## src/design/dcache_config.svh

```systemverilog
////////////////////
// Data cache geometry macros
////////////////////

`ifndef DCACHE_CONFIG_SVH
`define DCACHE_CONFIG_SVH

// Associativity
`define DCACHE_WAYS 2

// Lines per way
`define DCACHE_LINES 16

// 32-bit words per line, also the fill burst length
`define DCACHE_LINE_WORDS 4

`endif

```

## src/design/dcache_pkg.sv

```systemverilog
////////////////////
// Data cache types, port structs and address field helpers
////////////////////

`include "dcache_config.svh"

package dcache_pkg;

    localparam int LINE_W = $clog2(`DCACHE_LINES);
    localparam int WORD_W = $clog2(`DCACHE_LINE_WORDS);
    localparam int TAG_W  = 30 - LINE_W - WORD_W;

    typedef logic [31:0]              word_t;
    typedef logic [3:0]               byte_en_t;
    typedef logic [29:0]              word_addr_t;
    typedef logic [LINE_W-1:0]        line_idx_t;
    typedef logic [WORD_W-1:0]        word_idx_t;
    typedef logic [TAG_W-1:0]         tag_t;
    typedef logic [`DCACHE_WAYS-1:0]  way_mask_t;

    typedef struct packed {
        logic valid;
        tag_t tag;
    } tag_entry_t;

    typedef enum logic {
        REQ_READ,
        REQ_WRITE
    } req_kind_t;

    // Core side
    typedef struct packed {
        logic [31:0] addr;
        word_t       wdata;
        byte_en_t    be;
        logic        we;
    } ls_req_t;

    typedef struct packed {
        logic  data_valid;
        word_t data_out;
    } ls_rsp_t;

    // Memory side
    typedef struct packed {
        logic       request;
        logic       rnw;
        word_addr_t addr;
        byte_en_t   wbe;
        word_t      wdata;
    } mem_req_t;

    typedef struct packed {
        logic  ack;
        logic  rvalid;
        word_t rdata;
    } mem_rsp_t;

    typedef struct packed {
        logic        inv;
        logic [31:0] inv_addr;
    } snoop_t;

    // Databank write port
    typedef struct packed {
        logic      wen;
        way_mask_t way;
        line_idx_t index;
        word_idx_t word;
        byte_en_t  be;
        word_t     data;
    } line_fill_t;

    ////////////////////
    // Byte address field extraction
    function automatic line_idx_t addr_idx(logic [31:0] addr);
        return addr[2+WORD_W +: LINE_W];
    endfunction

    function automatic tag_t addr_tag(logic [31:0] addr);
        return addr[2+WORD_W+LINE_W +: TAG_W];
    endfunction

    function automatic word_idx_t addr_word(logic [31:0] addr);
        return addr[2 +: WORD_W];
    endfunction

endpackage

```

## src/design/dcache_databank.sv

```systemverilog
////////////////////
// Data store with byte lanes and hit way read mux
////////////////////

`include "dcache_config.svh"

module dcache_databank (
    input  logic                   clk,
    input  logic                   rd_en,
    input  dcache_pkg::line_idx_t  rd_idx,
    input  dcache_pkg::word_idx_t  rd_word,
    input  dcache_pkg::way_mask_t  hit_way,
    input  dcache_pkg::line_fill_t fill,
    output dcache_pkg::word_t      rd_data
);
    import dcache_pkg::*;

    localparam int DEPTH = `DCACHE_LINES * `DCACHE_LINE_WORDS;

    logic [3:0][7:0] data_mem [`DCACHE_WAYS][DEPTH];

    word_t                   rd_ways [`DCACHE_WAYS];
    logic [LINE_W+WORD_W-1:0] rd_addr;
    logic [LINE_W+WORD_W-1:0] wr_addr;

    assign rd_addr = {rd_idx, rd_word};
    assign wr_addr = {fill.index, fill.word};

    always_ff @(posedge clk) begin
        if (fill.wen) begin
            for (int w = 0; w < `DCACHE_WAYS; w++) begin
                for (int b = 0; b < 4; b++) begin
                    if (fill.way[w] & fill.be[b]) begin
                        data_mem[w][wr_addr][b] <= fill.data[8*b +: 8];
                    end
                end
            end
        end
        // All ways read together, the tag result picks one later
        if (rd_en) begin
            for (int w = 0; w < `DCACHE_WAYS; w++) begin
                rd_ways[w] <= data_mem[w][rd_addr];
            end
        end
    end

    // One-hot select
    always_comb begin
        rd_data = '0;
        for (int w = 0; w < `DCACHE_WAYS; w++) begin
            if (hit_way[w]) begin
                rd_data |= rd_ways[w];
            end
        end
    end

endmodule

```

## config.mk

```make
export PLATFORM = sky130hd
export DESIGN_NAME = dcache_databank
export DESIGN_NICKNAME = d
export VERILOG_FILES = /design/src/design/dcache_pkg.sv /design/src/design/dcache_databank.sv
export VERILOG_INCLUDE_DIRS = /design/src /design/src/design
export SDC_FILE = /design/constraint.sdc
export NUM_CORES = 2
export LEC_CHECK = 0
export BUFFER_PORTS_ARGS = -buffer_cell sky130_fd_sc_hd__buf_2
export CAP_MARGIN = 20
export CORE_MARGIN = 3
export CORE_UTILIZATION = 55
export CTS_CLUSTER_DIAMETER = 50
export DETAILED_ROUTE_END_ITERATION = 10
export PLACE_DENSITY = 0.77
export SYNTH_ARGS = -nofsm -noshare
export SYNTH_HDL_FRONTEND = slang
export SYNTH_MEMORY_MAX_BITS = 65536
export SYNTH_SLANG_ARGS = --single-unit
```

## constraint.sdc

```tcl
create_clock -name clk -period 5 [get_ports clk]
set_input_delay 0.5 -clock clk [delete_from_list [all_inputs] [get_ports clk]]
set_output_delay 0.5 -clock clk [all_outputs]
set_load 0.03 [all_outputs]
```

---- Word-level counts from Yosys, hierarchy flattened ----
Memories as Yosys holds them, arrays and structs flattened.
Cells that the tools add are included.
Widths: inputs -> output; s select.
word-level totals
  memories kept ........................... 2
  word-level logic and storage cells ...... 24635
  bits in writable memories ............... 4160
  flip-flop bits (word level) ............. 0
  input port bits ......................... 55
  output and inout port bits .............. 32
cells by class
  order comparisons ....................... 3
  reduce and logical (&&, ||, !) cells .... 1
  bitwise gates (word level) .............. 12299
  muxes and demuxes ....................... 12330
memories
  name      depth  bits a word  rd ports  clocked after Yosys merged registers in  wr ports  RTL line               RTL
  data_mem  2      2048         2         0                                        2         dcache_databank.sv:20  logic [3:0][7:0] data_mem [`DCACHE_WAYS][DEPTH];
  rd_ways   2      32           2         0                                        2         dcache_databank.sv:22  word_t rd_ways [`DCACHE_WAYS];
operators with widths
  operator            count
  $mux 2048           8
  $mux 1              12306
  $or 1x1->1          12288
  $demux 32 s6        4
  $bmux 32 s6         2
  $mux 32             7
  $or 32x32->32       1
  $mux 24             1
  $mux 16             1
  $ge 7x7->1 const B  2
  $not 6->7           2
  $and 1x1->1         8
  $mux 8              1
  $lt 7x1->1 const B  1
  $logic_and 1x1->1   1

---- Logic depth before layout (Yosys ltp) ----
  word-level depth ........................ 9
  depth in mapped cells ................... 9
  gate-level depth less buffers ........... 5

---- Worst setup path before layout ----
Ideal clock, no wire load.
  kind .................................... input to register
  from .................................... in fill[39] (netlist bit)
  to ...................................... mem data_mem[0][1760] (netlist bit), enable pin
  required time ........................... 4630 ps
  setup time .............................. 370 ps
  slack ................................... 2652 ps
  arrival ................................. 1978 ps
  path buffers ............................ 1
  stages .................................. 4
  cells stage by stage .................... clkbuf_1 nor3b_1 nand2_1 nor2_1
RTL lines
  what             RTL line               RTL
  start, declared  dcache_databank.sv:13  input dcache_pkg::line_fill_t fill,
  end, declared    dcache_databank.sv:20

==> flow_metrics.tcl <==
set metrics [dict create \
    r2r_slack_ns 2.57 \
    fin_crit_sh_pct 66.4 \
    numCtsBuffers 419 \
    maxCapViolations 0 \
    grt_usage_pct 31.2 \
    yosys_warnings 0 \
    avgSynthCellArea_sq_um 22.3 \
    clkPwrFrac_pct 42.3 \
    design.die.area_sq_um 295000 \
    finalClockSkew_ns 0.0629 \
    synth_ff_type "edfxtp_1" \
    slew_violations 0 \
    fp.dieH_um 543 \
    slew-limit-headroom_pct 13.2 \
    route.met3.wl_um 68500 \
    rr_endpoint "rd_ways[0][55]" \
    drt-initial-drc-count 14314 \
    rows 196 \
    p_leak_nw 54.4 \
    syn_nets 7150 \
    hp-start "fill[15]" \
    p_sw_mw 15.7 \
    cts_resized 0 \
    cp-start-kind "input pin" \
    clock-sinks 4160 \
    coreArea_sq_um 286000 \
    setup-violations-final 0 \
    worst_r2r_path_depth 5 \
    cts_tree "built" \
    areaGrowthSynthToFinish_pct 12.3 \
    ys_async_sr_fraction_pct 0 \
    nets 7488 \
    clk_latency_ns 1.02 \
    crit_required_ns 5.58 \
    cts_max_path_buffers 4 \
    place.gp.congestion 0.908 \
    dp_hpwl_um 275000 \
    crit_fanout 8 \
    clk_pin_slew_ns 0.06 \
    min_period_ns 3.32 \
    intPower_mw 57.5 \
    seqPwrFrac_pct 52.7 \
    hp-class "in -> reg" \
    highest_layer "met5" \
    clock-root-buffer "clkbuf_16" \
    synth_top_area_share_pct 78.8 \
    drive_above_1_share_pct 26.2 \
    p_comb_share_pct 5.0 \
    ys_types 37 \
    peakVddDrop_uv 370 \
    synth_area_sq_um 158000 \
    synth.most_common_cell "edfxtp_1" \
    synth_commonest_cells "4160 x edfxtp_1, 1024 x mux4_2, 523 x nor2_1" \
    totalWireLength_um 458000 \
    start_util_pct 55.4 \
    r2r-start "data_mem[1][407]" \
    netlist_instances 7095 \
    grt_pass1_vias 81971 \
    hold_ws_ns 0.0596 \
    ys_ff_latch 4160 \
    worst_pin_slew_ns 1.30 \
    cp-end-kind "flip-flop" \
    cts.htree.levels 5 \
    dr.pass1.iters 10 \
    synth_edf_count 4160 \
    yosys.area.top_type "edfxtp_1" \
    power.density_nw_per_um2 412 \
    grt_pass1_wl_um 640000 \
    die_w_um 543 \
    yosysSeqAreaShare_pct 78.8 \
    path_class "in -> reg" \
    drcViolationCount 5 \
    violations "DRC" \
    vias 82912 \
    fmax_ghz 0.301 \
    netlist_top_cells_area "edfxtp_1 79%, mux4_2 15%, o22ai_1 1.4%, nor2_1 1.2%, clkbuf_1 0.46%" \
    vias_per_cell 7.15 \
    fill_cells 18029 \
    grt_max_degree 98 \
    arrival_ns 3.90 \
    io_buffers 86 \
    num_io_pins 87 \
    worstSetupStartpoint "fill[38]" \
    hold_end "data_mem[1][879]" \
    dr_wl_met2_um 212000 \
    m1WireLength_um 146000 \
    antenna_left 0 \
    setup_tns_ns 0 \
    hold_viol_final 0 \
    gr-total-overflow 0 \
    holdPathStages 1 \
    antenna_found_initial 53 \
    status "finished, violations left" \
    switching_share_pct 21.5 \
    grt_setup_unrepaired "false" \
    wire_per_inst_um 39.5 \
]
[worst max-delay path by stage]
stage,to
floorplan,data_mem[0][1760]
global placement,data_mem[0][1834]
detailed placement,data_mem[1][859]
CTS,rd_data[21]
global route,data_mem[1][857]
finish,data_mem[1][860]
[final cells by class]
class | instances | area [sq um] | area share (%)
tap | 3762 | 4710 | 2.65
clock buffer | 506 | 10900 | 6.15
clock inverter | 246 | 2430 | 1.37
timing repair buffer | 344 | 3130 | 1.76
multi-input combinational | 2508 | 31600 | 17.8
antenna | 73 | 183 | 0.103
sequential | 4160 | 125000 | 70.2
[routing by layer]
metal	vias to the layer above	GRT usage (%)
li1	30906	-
met1	42788	39.8
met2	7718	46.3
met3	1474	10.7
met4	26	19.5
met5	-	0.0822
[stage by stage]
stage	power [mW]	setup slack (ns)	instance area (sq um)	utilization [%]	cells
floorplan	41.1	2.65	158000	-	7095
global placement	42.8	0.993	164000	57.3	10749
detailed placement	42.8	1.15	164000	57.4	10761
CTS	73.1	2.07	178000	62.1	11514
global route	74.6	1.87	178000	62.2	11553
finish	73.2	1.68	178000	62.2	11599
[worst max-delay path, cell delays in order]
cell and delay [ns]:
buf_2 0.24, nand2_1 0.12, nor2_1 0.84, nand2_1 0.98, nor2_1 1.18
[logic make-up (layout without fill, tap and decap cells)]
logic type | count (synthesis) | in the layout | share of synthesized area, %
other | 0 | 73 | 0
DFF | 4160 | 4160 | 78.8
and+or+nand+nor | 772 | 772 | 2.05
muxes | 1090 | 1090 | 15.0
AOI/OAI and AO/OA | 646 | 646 | 2.80
buffers and inverters | 427 | 1096 | 1.32
[power groups by stage]
stage / clock, mW / sequential, mW / combinational (mW)
after floorplan: 0 / 39.3 / 1.82
after global placement: 0 / 39.3 / 3.45
after detailed placement: 0 / 39.3 / 3.53
after CTS: 30.9 / 38.6 / 3.59
after global routing: 32.3 / 38.6 / 3.75
final: 31.0 / 38.6 / 3.69
[flip-flops by register name, summed over array words and instances, names as in the netlist]
name,count
rd_ways,64
data_mem,4096
[placed cells by master (no fill, tap or decap), types with 37 or more instances in the layout]
| cell | n |
|---|---|
| buf_4 | 236 |
| clkinv_1 | 93 |
| bufinv_16 | 44 |
| nor4_1 | 52 |
| clkbuf_1 | 81 |
| nor2_1 | 522 |
| o221ai_1 | 77 |
| clkinv_2 | 62 |
| mux2_2 | 43 |
| o22ai_1 | 357 |
| diode_2 | 73 |
| clkbuf_16 | 425 |
| mux4_2 | 1024 |
| nand2_1 | 79 |
| edfxtp_1 | 4160 |
| o21a_1 | 42 |
| o21ai_0 | 46 |
| buf_12 | 37 |
| buf_2 | 51 |
[what timing repair did]
action,CTS,global route
hold buffers,1,2
hold endpoints to repair,13,28
setup buffers,0,0
Power figures use the tool's default switching activity.
