### src/design/dcache_config.svh
////////////////////
// Data cache geometry macros
////////////////////

`ifndef DCACHE_CONFIG_SVH
`define DCACHE_CONFIG_SVH

// Associativity
`define DCACHE_WAYS 2

// Lines per way
`define DCACHE_LINES 16

// 32-bit words per line, also the fill burst length
`define DCACHE_LINE_WORDS 4

`endif

### src/design/dcache_pkg.sv
////////////////////
// Data cache types, port structs and address field helpers
////////////////////

`include "dcache_config.svh"

package dcache_pkg;

    localparam int LINE_W = $clog2(`DCACHE_LINES);
    localparam int WORD_W = $clog2(`DCACHE_LINE_WORDS);
    localparam int TAG_W  = 30 - LINE_W - WORD_W;

    typedef logic [31:0]              word_t;
    typedef logic [3:0]               byte_en_t;
    typedef logic [29:0]              word_addr_t;
    typedef logic [LINE_W-1:0]        line_idx_t;
    typedef logic [WORD_W-1:0]        word_idx_t;
    typedef logic [TAG_W-1:0]         tag_t;
    typedef logic [`DCACHE_WAYS-1:0]  way_mask_t;

    typedef struct packed {
        logic valid;
        tag_t tag;
    } tag_entry_t;

    typedef enum logic {
        REQ_READ,
        REQ_WRITE
    } req_kind_t;

    // Core side
    typedef struct packed {
        logic [31:0] addr;
        word_t       wdata;
        byte_en_t    be;
        logic        we;
    } ls_req_t;

    typedef struct packed {
        logic  data_valid;
        word_t data_out;
    } ls_rsp_t;

    // Memory side
    typedef struct packed {
        logic       request;
        logic       rnw;
        word_addr_t addr;
        byte_en_t   wbe;
        word_t      wdata;
    } mem_req_t;

    typedef struct packed {
        logic  ack;
        logic  rvalid;
        word_t rdata;
    } mem_rsp_t;

    typedef struct packed {
        logic        inv;
        logic [31:0] inv_addr;
    } snoop_t;

    // Databank write port
    typedef struct packed {
        logic      wen;
        way_mask_t way;
        line_idx_t index;
        word_idx_t word;
        byte_en_t  be;
        word_t     data;
    } line_fill_t;

    ////////////////////
    // Byte address field extraction
    function automatic line_idx_t addr_idx(logic [31:0] addr);
        return addr[2+WORD_W +: LINE_W];
    endfunction

    function automatic tag_t addr_tag(logic [31:0] addr);
        return addr[2+WORD_W+LINE_W +: TAG_W];
    endfunction

    function automatic word_idx_t addr_word(logic [31:0] addr);
        return addr[2 +: WORD_W];
    endfunction

endpackage

### src/design/dcache_control.sv
////////////////////
// Cache controller: stage 1 request, fills, writes, replacement
////////////////////

`include "dcache_config.svh"

module dcache_control (
    input  logic                   clk,
    input  logic                   rst,
    input  dcache_pkg::ls_req_t    ls_req,
    input  logic                   new_request,
    output logic                   ready,
    output dcache_pkg::ls_rsp_t    ls_rsp,
    output dcache_pkg::mem_req_t   mem_req,
    input  dcache_pkg::mem_rsp_t   mem_rsp,
    input  dcache_pkg::way_mask_t  hit_way,
    input  logic                   snoop_busy,
    input  logic                   sweeping,
    input  dcache_pkg::word_t      rd_data,
    output logic                   lookup_en,
    output dcache_pkg::line_idx_t  lookup_idx,
    output dcache_pkg::tag_t       lookup_tag,
    output logic                   fill_en,
    output dcache_pkg::line_idx_t  fill_idx,
    output dcache_pkg::way_mask_t  fill_way,
    output dcache_pkg::line_fill_t fill
);
    import dcache_pkg::*;

    typedef enum logic [2:0] {
        ST_IDLE,
        ST_DECIDE,
        ST_MISS,
        ST_FILL,
        ST_WRITE
    } state_t;

    state_t    state;
    state_t    next_state;
    ls_req_t   stage1;
    req_kind_t stage1_kind;
    line_idx_t stage1_idx;
    word_idx_t stage1_word;
    logic      accept;
    logic      hit;
    logic      read_hit;
    logic      write_hit;
    logic      stage1_done;
    logic      filling;
    logic      last_beat;
    word_idx_t beat;
    way_mask_t replace_way;

    ////////////////////
    // Stage 1 capture
    assign accept = new_request & ready;

    always_ff @(posedge clk) begin
        if (rst) begin
            stage1_kind <= REQ_READ;
        end else if (accept) begin
            stage1_kind <= ls_req.we ? REQ_WRITE : REQ_READ;
        end
    end

    always_ff @(posedge clk) begin
        if (accept) begin
            stage1 <= ls_req;
        end
    end

    assign stage1_idx  = addr_idx(stage1.addr);
    assign stage1_word = addr_word(stage1.addr);

    // Tag and data lookups launch on the accept cycle
    assign lookup_en  = accept;
    assign lookup_idx = addr_idx(ls_req.addr);
    assign lookup_tag = addr_tag(stage1.addr);

    assign hit       = |hit_way;
    assign read_hit  = (state == ST_DECIDE) & (stage1_kind == REQ_READ) & hit;
    assign write_hit = (state == ST_DECIDE) & (stage1_kind == REQ_WRITE) & hit;
    assign filling   = (state == ST_FILL) & mem_rsp.rvalid;
    assign last_beat = filling & (beat == word_idx_t'(`DCACHE_LINE_WORDS - 1));

    ////////////////////
    // Request FSM
    always_ff @(posedge clk) begin
        if (rst) begin
            state <= ST_IDLE;
        end else begin
            state <= next_state;
        end
    end

    always_comb begin
        next_state = state;
        case (state)
            ST_IDLE: begin
                if (accept) begin
                    next_state = ST_DECIDE;
                end
            end
            ST_DECIDE: begin
                // Writes always go through to memory
                if (stage1_kind == REQ_WRITE) begin
                    next_state = ST_WRITE;
                end else if (hit) begin
                    next_state = accept ? ST_DECIDE : ST_IDLE;
                end else begin
                    next_state = ST_MISS;
                end
            end
            ST_MISS: begin
                if (mem_rsp.ack) begin
                    next_state = ST_FILL;
                end
            end
            ST_FILL: begin
                if (last_beat) begin
                    next_state = ST_IDLE;
                end
            end
            ST_WRITE: begin
                if (mem_rsp.ack) begin
                    next_state = accept ? ST_DECIDE : ST_IDLE;
                end
            end
            default: begin
                next_state = ST_IDLE;
            end
        endcase
    end

    // Fill ends in IDLE so a following read sees the last word written
    assign stage1_done = read_hit | ((state == ST_WRITE) & mem_rsp.ack);
    assign ready = ~sweeping & ~snoop_busy & ((state == ST_IDLE) | stage1_done);

    ////////////////////
    // Burst beat counter
    always_ff @(posedge clk) begin
        if (rst) begin
            beat <= '0;
        end else if (state != ST_FILL) begin
            beat <= '0;
        end else if (mem_rsp.rvalid) begin
            beat <= beat + 1'b1;
        end
    end

    // Replacement cycler, rotates on every accepted request
    always_ff @(posedge clk) begin
        if (rst) begin
            replace_way <= way_mask_t'(1);
        end else if (accept) begin
            replace_way <= {replace_way[`DCACHE_WAYS-2:0], replace_way[`DCACHE_WAYS-1]};
        end
    end

    ////////////////////
    // Memory port
    // Reads fetch from word 0 of the line
    assign mem_req = '{
        request: (state == ST_MISS) | (state == ST_WRITE),
        rnw:     stage1_kind == REQ_READ,
        addr:    (stage1_kind == REQ_READ) ?
                 {stage1.addr[31:2+WORD_W], {WORD_W{1'b0}}} : stage1.addr[31:2],
        wbe:     stage1.be,
        wdata:   stage1.wdata
    };

    // Tag is set on the ack, before the data beats arrive
    assign fill_en  = (state == ST_MISS) & mem_rsp.ack;
    assign fill_idx = stage1_idx;
    assign fill_way = replace_way;

    ////////////////////
    // Databank writes and core response
    assign fill = '{
        wen:   write_hit | filling,
        way:   (state == ST_FILL) ? replace_way : hit_way,
        index: stage1_idx,
        word:  (state == ST_FILL) ? beat : stage1_word,
        be:    (state == ST_FILL) ? byte_en_t'('1) : stage1.be,
        data:  (state == ST_FILL) ? mem_rsp.rdata : stage1.wdata
    };

    assign ls_rsp = '{
        data_valid: read_hit | (filling & (beat == stage1_word)),
        data_out:   (state == ST_DECIDE) ? rd_data : mem_rsp.rdata
    };

endmodule

### config.mk
export PLATFORM = sky130hd
export DESIGN_NAME = dcache_control
export DESIGN_NICKNAME = d
export VERILOG_FILES = /design/src/design/dcache_pkg.sv /design/src/design/dcache_control.sv
export VERILOG_INCLUDE_DIRS = /design/src /design/src/design
export SDC_FILE = /design/constraint.sdc
export NUM_CORES = 1
export LEC_CHECK = 0
export BUFFER_PORTS_ARGS = -buffer_cell sky130_fd_sc_hd__clkbuf_2
export CAP_MARGIN = 10
export CORE_ASPECT_RATIO = 0.8
export CORE_MARGIN = 10
export CORE_UTILIZATION = 40
export CTS_CLUSTER_DIAMETER = 200
export DETAILED_ROUTE_END_ITERATION = 6
export PLACE_DENSITY = 0.81
export SLEW_MARGIN = 10
export SYNTH_ARGS = -nofsm -noshare
export SYNTH_HDL_FRONTEND = slang
export SYNTH_SLANG_ARGS = --single-unit
### constraint.sdc
create_clock -name clk -period 2.8 [get_ports clk]
set_input_delay 0.14 -clock clk [delete_from_list [all_inputs] [get_ports clk]]
set_output_delay 0.14 -clock clk [all_outputs]
set_load 0.05 [all_outputs]
Yosys cells after proc, flatten, opt, wreduce, memory -nomap -nowiden
Index checks and enable logic that the tools add are counted.

Add/subtract/negate cells: 1. Multipliers: 0. Div/mod/pow operators: 0. Eq/ne operators: 11. Reduce and logical (&&, ||, !) cells: 4. Multiplexer cells: 15. Shift-type cells: 0. Bitwise logic cells: 20. $lt $le $gt $ge: 0.

Operator list (number): two-way mux 32 bit (2); two-way mux 3 bit (5); one-hot mux 3 bit (5 select lines) (1); AND 1 bit (12); two-way mux 2 bit (4); != test 2 bit (second input constant) (4); == test 3 x 2 -> 1 bit (second input constant) (2); bitwise OR 1 bit (5); two-way mux 4 bit (1); AND reduction 4 bit (1); OR reduction 2 bit (2); == test 3 x 1 -> 1 bit (second input constant) (1); == test 3 bit (second input constant) (1); zero test 3 bit (1); != test 3 x 2 -> 1 bit (second input constant) (1); inverter 1 bit (3); adder 2 x 1 -> 2 bit (second input constant) (1); == test 2 bit (1); == test 2 bit (second input constant) (1); two-way mux 1 bit (2).

Input port bits: 142. ROM bits: 0. Latch bits: 0. Word-level logic and storage cells: 58. Register bits: 76. Bits in writable memories: 0. Memories: 0.

Longest topological paths before layout
Gate-level depths: netlist of run 1.

Depth in word-level cells: 11. Gate-level depth with buffers: 6.

Worst setup path after synthesis of run 1
Ideal clock, no wire load.

Path type: reg-to-output. Start: register state[1]. End: output ls_rsp[32] in the netlist's numbering. Required time: 2.660 ns. Stages on the path, launching flop included: 6. Path slack: 0.079 ns. Arrival: 2.581 ns. Path through: dfxtp_1 > buf_4 > and2b_1 > nand2_2 > buf_6 > o41ai_1.

RTL lines: start, declared (line dcache_control.sv:38) `state_t state;`; start signal, assigned (line dcache_control.sv:92) `state <= next_state;`; end, declared (line dcache_control.sv:13) `output dcache_pkg::ls_rsp_t ls_rsp,`.

==> flow_summary.ini, run 1 <==
[yosys]
synth_edf_count = 66
yosysSeqAreaShare_pct = 51.09
avgSynthCellArea_um2 = 13.27
yosysTopAreaCell = edfxtp_1
netlist_area_um2 = 4193
yosys_warnings = 0
synthArstFlopShare_pct = 0
synth-seq-cells = 74
syn_inst = 316
synth.area.top_cells = edfxtp_1 (47%), buf_4 (19%), mux2_2 (18%)
netlist.area_leader.share_pct = 47.27
synth_cell_type_count = 39
synth_flop_cell = edfxtp_1
syn_nets = 459

[clock_tree]
cts_tree = done
numCtsBuffers = 9
cts_buffer_depth = 2
clkLatencyLatePin_ns = 0.33
htreeDepth = 3
clock_sinks = 74
ctsResizeCount = 0
cts-root-buf = clkbuf_16
clk_pin_slew_ns = 0.05

[place]
hpwl_mm = 11.80
port_buffers = 322
dp_cells = 671
placed_area_um2 = 5204
gp_congestion = 0.8787

[routing]
wl_per_cell_um = 20.57
ant_nets = 0
drc = 0
finalWirelength_mm = 15.47
first_pass_iters = 4
viasPerCell = 4.666
via_count = 3509
drt_iter0_drc = 109

[cells_and_area]
fill_cells = 822
synthToLayoutAreaGrowth_pct = 46.49
final_area_um2 = 6142
fin_nets = 750
final_cells = 752
final_layout_size_suffix_gt1_share_pct = 67.65
antennaDiodeCount = 0

[die]
die_area_um2 = 15000
ioPinCount = 325
num_rows = 33
start_util_pct = 40.95
dieHeight_um = 111.6
core_area_um2 = 10240
die_x_um = 134.5

[sta]
whs_ns = 0.02351
worst_slew_pin_slew_ns = 0.4236
finalMaxSlewViolations = 0
slew_headroom_pct = 71.73
fin_skew_ns = 0.008375
setup_tns_ns = 0
hold_viol = 0
fin_crit_sh_pct = 84.94
max_freq_mhz = 420.5
grt_setup_unrepaired = false
finalSetupViolations = 0
fin_crit_ns = 2.378

[hold_path]
whs_path_depth = 1
min_path_type = in -> reg

[global_routing]
grt_start_max_net_pins = 71
grtUsageTotal_pct = 19.41
antenna_found_initial = 0
grt_pass1_vias = 3958
gr-total-overflow = 0
grt_pass1_wl_mm = 22.89

[setup_path]
critical-path-slowest-cell = dfxtp_1
crit_buf_inv = 2
crit_type = reg -> out
path_max_fanout = 31
cp.depth = 4
crit_required_ns = 2.66
critPathTopFamily = buffers and inverters
path_cells = nor3b_4, buf_12, mux2_2, clkbuf_2
cp_slowest_stage_delay_ns = 0.52
crit_path_end_kind = output port
crit_path_start_kind = flop
reg2reg_depth = 4
worstPathArrival_ns = 2.24

[run]
drv_cap = 0

[power_and_ir_drop]
p_clk_share_pct = 34.9
swShare_pct = 30.88
pwr-share-comb_pct = 25.2
p_seq_share_pct = 39.9
total_switching_power_uw = 978.2
irDropWorstVdd_mv = 0.3866
power.internal_uw = 2190
p_leak_uw = 0.002877
cellPowerDensity_nw_per_um2 = 515.8
finalPower_uw = 3168

[run_status]
status = completed
-- logic make-up after synthesis --
group           count (synthesis)  share of synthesized area, %
fa+ha+maj                       1                        0.2984
buf+inv                       114                         20.44
mux                            72                         19.22
simple gates                   37                         5.491
flops                          74                         51.09
compound gates                 14                         2.626
xor+xnor                        4                        0.8357
-- metal layers --
metal	wire, um	vias to the layer above	GRT usage (%)
met5	0	-	0
met4	171	0	4.779
met3	1778	16	10.20
met2	7949	212	34.76
met1	5569	1667	19.38
li1	-	1614	-
-- per-stage QoR --
stage                     setup WS (ns)  utilization (%)
final                            0.4217            59.98
after global routing             0.3306            59.98
after CTS                        0.3936            59.98
after detailed placement         0.7570            50.82
after global placement           0.7690            50.82
after floorplan                 0.07945                -
-- Yosys cell counts, types with 2 or more instances --
library cell / count
buf_4: 104
mux2_2: 68
edfxtp_1: 66
nand2b_1: 11
dfxtp_1: 8
nor2_1: 7
buf_6: 5
nor3_1: 5
mux2i_1: 4
inv_1: 3
a21oi_1: 2
and2_1: 2
nand2_2: 2
nand3_1: 2
xnor2_1: 2
xor2_1: 2
-- repair_timing --
item,CTS,global route
hold buffers,65,0
setup buffers,0,0
endpoints found under the hold margin,65,0
-- power by group through the flow --
stage	clock network, uW	logic, uW	registers [uW]
2_1_floorplan	0	541	1280
3_3_place_gp	0	714	1280
3_5_place_dp	0	722	1290
4_1_cts	1130	798	1260
5_1_grt	1180	834	1270
6_report	1100	798	1260
-- final timing paths --
kind	endpoint	from	slack (ns)
worst max-delay path	ls_rsp[1]	state[0]	0.42
worst min-delay path	fill[40]	ls_req[43]	0.02
worst max register to register	mem_req[15]	state[0]	0.76
worst min register to register	fill_way[1]	fill_way[0]	0.52
-- sequential cells by signal, indices dropped and copies added (netlist names) --
register / cells
fill_way: 2
stage1_kind: 1
fill: 4
beat: 2
mem_req: 36
lookup_tag: 24
state: 3
stage1: 2
-- worst register-to-register path, delay by kind of cell, from the launching register on --
family	cells	cell delay, ns
and+or+nand+nor	2	0.60
buffers and inverters	1	0.33
DFF	1	0.52
AOI/OAI and AO/OA	1	0.18
-- cell usage in the layout (no fill, tap or decap), types with 4 or more instances in the layout --
| cell | instances |
|---|---|
| clkbuf_16 | 9 |
| clkbuf_2 | 321 |
| dfxtp_1 | 8 |
| dlygate4sd3_1 | 65 |
| edfxtp_1 | 66 |
| mux2_2 | 68 |
| mux2i_1 | 4 |
| nand2b_1 | 11 |
| nor2_1 | 7 |
| nor3_1 | 5 |
-- final cells by class --
type                       instances  area [um^2]  area share [%]
tap                              140        175.2           2.852
inverter                           3        11.26          0.1833
clock inverter                     5        55.05          0.8963
multi-input combinational        128         1194           19.43
sequential                        74         2142           34.87
timing repair buffer             391         2332           37.97
clock buffer                      11        232.7           3.789
No activity file was read; power rests on OpenSTA's default activity.
==> run 2: changes to the inputs <==
- CORE_UTILIZATION: 40 -> 36
- PLACE_DENSITY: 0.81 -> 0.77
- clock period: 2.8 -> 1.95 ns (I/O delays scaled with it)
==> run 2 against run 1 <==
Effect of this change: the run now ends with negative setup slack left; clock power is 55% higher; die area is 9.2% higher; cell count is 2.9% higher; final area is 6.4% higher; critical path depth is 1 higher; sequential share of layout area is 2.1 points lower; clock-buffer cell count is 1 lower; register-to-register slack worse by 0.50 ns; critical path type unchanged; worst hold slack better by 0.083 ns; largest cell class unchanged; combinational power is 50% higher; wire length is 0.72% lower.
==> flow_summary.ini, run 2 (synthesis gave the netlist of run 1 again) <==
[run_status]
status = finished with violations
violations = negative setup slack

[routing]
wl_per_cell_um = 19.84
finalWirelength_mm = 15.36
viasPerCell = 4.523
via_count = 3501
drt_iter0_drc = 193
first_pass_iters = 4
drc = 0
ant_nets = 0

[clock_tree]
clk_pin_slew_ns = 0.06
clkLatencyLatePin_ns = 0.32
cts_buffer_depth = 2
clock_sinks = 74
cts-root-buf = clkbuf_16
cts_tree = done
htreeDepth = 3
numCtsBuffers = 9

[power_and_ir_drop]
cellPowerDensity_nw_per_um2 = 722.1
finalPower_uw = 4720
irDropWorstVdd_mv = 0.5312
p_leak_uw = 0.003062

[setup_path]
crit_type = reg -> out
path_max_fanout = 11
worstPathArrival_ns = 1.86
path_cells = and2b_2, nand2_4, bufbuf_16, mux2_2, clkbuf_8
cp_slowest_stage_delay_ns = 0.36
crit_path_start_kind = flop
crit_required_ns = 1.85
timing.rr.start = state[0]
crit_buf_inv = 2
critPathTopFamily = buffers and inverters
critPathLaunch = state[2]
critical-path-slowest-cell = dfxtp_2
crit_path_end_kind = output port

[global_routing]
antenna_found_initial = 0
grt_pass1_wl_mm = 22.50
grt_start_max_net_pins = 38
grt_pass1_vias = 3996
gr-total-overflow = 0
grtUsageTotal_pct = 17.42

[sta]
whs_ns = 0.1066
setup_tns_ns = -0.01301
hold_viol = 0
slew_headroom_pct = 79.22
finalSetupViolations = 2
grt_setup_unrepaired = true
fin_skew_ns = 0.005595
fin_crit_ns = 1.957
fin_crit_sh_pct = 100.3
finalMaxSlewViolations = 0
fin_ws_ns = -0.006776
max_freq_mhz = 511.0
worst_slew_pin_slew_ns = 0.3106

[die]
die_x_um = 140.7
core_area_um2 = 11470
num_rows = 35
dieHeight_um = 116.5
start_util_pct = 36.54
ioPinCount = 325
die_area_um2 = 16390

[cells_and_area]
synthToLayoutAreaGrowth_pct = 55.92
largest_reg_flops = 36
final_cell_mix = clkbuf_2 (258), mux2_2 (68), dlygate4sd3_1 (67)
fill_cells = 928
fin_nets = 763
final_util_pct = 56.98
layout_commonest_cell = clkbuf_2
final_layout_size_suffix_gt1_share_pct = 68.64

[place]
hpwl_mm = 11.62
port_buffers = 322
gp_congestion = 0.8152

[run]
drv_cap = 0

[hold_path]
min_path_type = in -> reg
min_from = rst
## run 2: changes by cell type in the layout (fill, tap and decap cells not counted), moves of 4 or more
cell and change:
buf_4 +4, buf_2 +34, buf_12 +6, clkbuf_2 -63, clkbuf_4 +23
## run 2: cell type report
class                   instances  area [um^2]  share of cell area [%]
diodes                          1        2.502                 0.03828
clock buffers                  10        229.0                   3.502
clock inverters                 6        81.33                   1.244
inverters                       3        11.26                  0.1722
multi-input cells             128         1221                   18.68
flip-flops and latches         74         2145                   32.80
well taps                     148        185.2                   2.833
repair buffers                404         2663                   40.73
## run 2: final timing paths
| check | cells past startpoint | slack, ns | end |
|---|---|---|---|
| min | 2 | 0.11 | state[2] |
| max reg2reg | 6 | 0.26 | lookup_tag[14] |
| max | 5 | -0.007 | fill[22] |
| min reg2reg | 2 | 0.52 | fill_way[1] |
## run 2: repair_timing
action                     in CTS  in global routing
setup buffers                   1                  2
hold buffers                   67                  0
setup endpoints to repair      60                 59
pin swaps                       0                  2
hold endpoints to repair       67                  0
gates resized for setup        31                 43
cloned                          1                  2
## run 2: per-stage QoR
step,setup WS (ns),area (um^2),cells
CTS,-0.02445,6455,769
floorplan,-0.7379,4212,316
global placement,0.3121,5350,684
global route,-0.07161,6535,773
finish,-0.006776,6538,774
detailed placement,0.2837,5350,684
## run 2: power breakdown
| part | internal (uW) | switching, uW | total [uW] | leakage (uW) |
|---|---|---|---|---|
| sequential | 1780 | 27.9 | 1810 | 0.000671 |
| combinational | 426 | 777 | 1200 | 0.00224 |
| clock | 1110 | 594 | 1710 | 0.000152 |
## run 2: metal layers
metal / track usage [%] / part of all wire, %
met5: 0 / 0
met4: 4.396 / 0.79
met3: 8.614 / 11
met2: 32.22 / 53
met1: 17.11 / 35
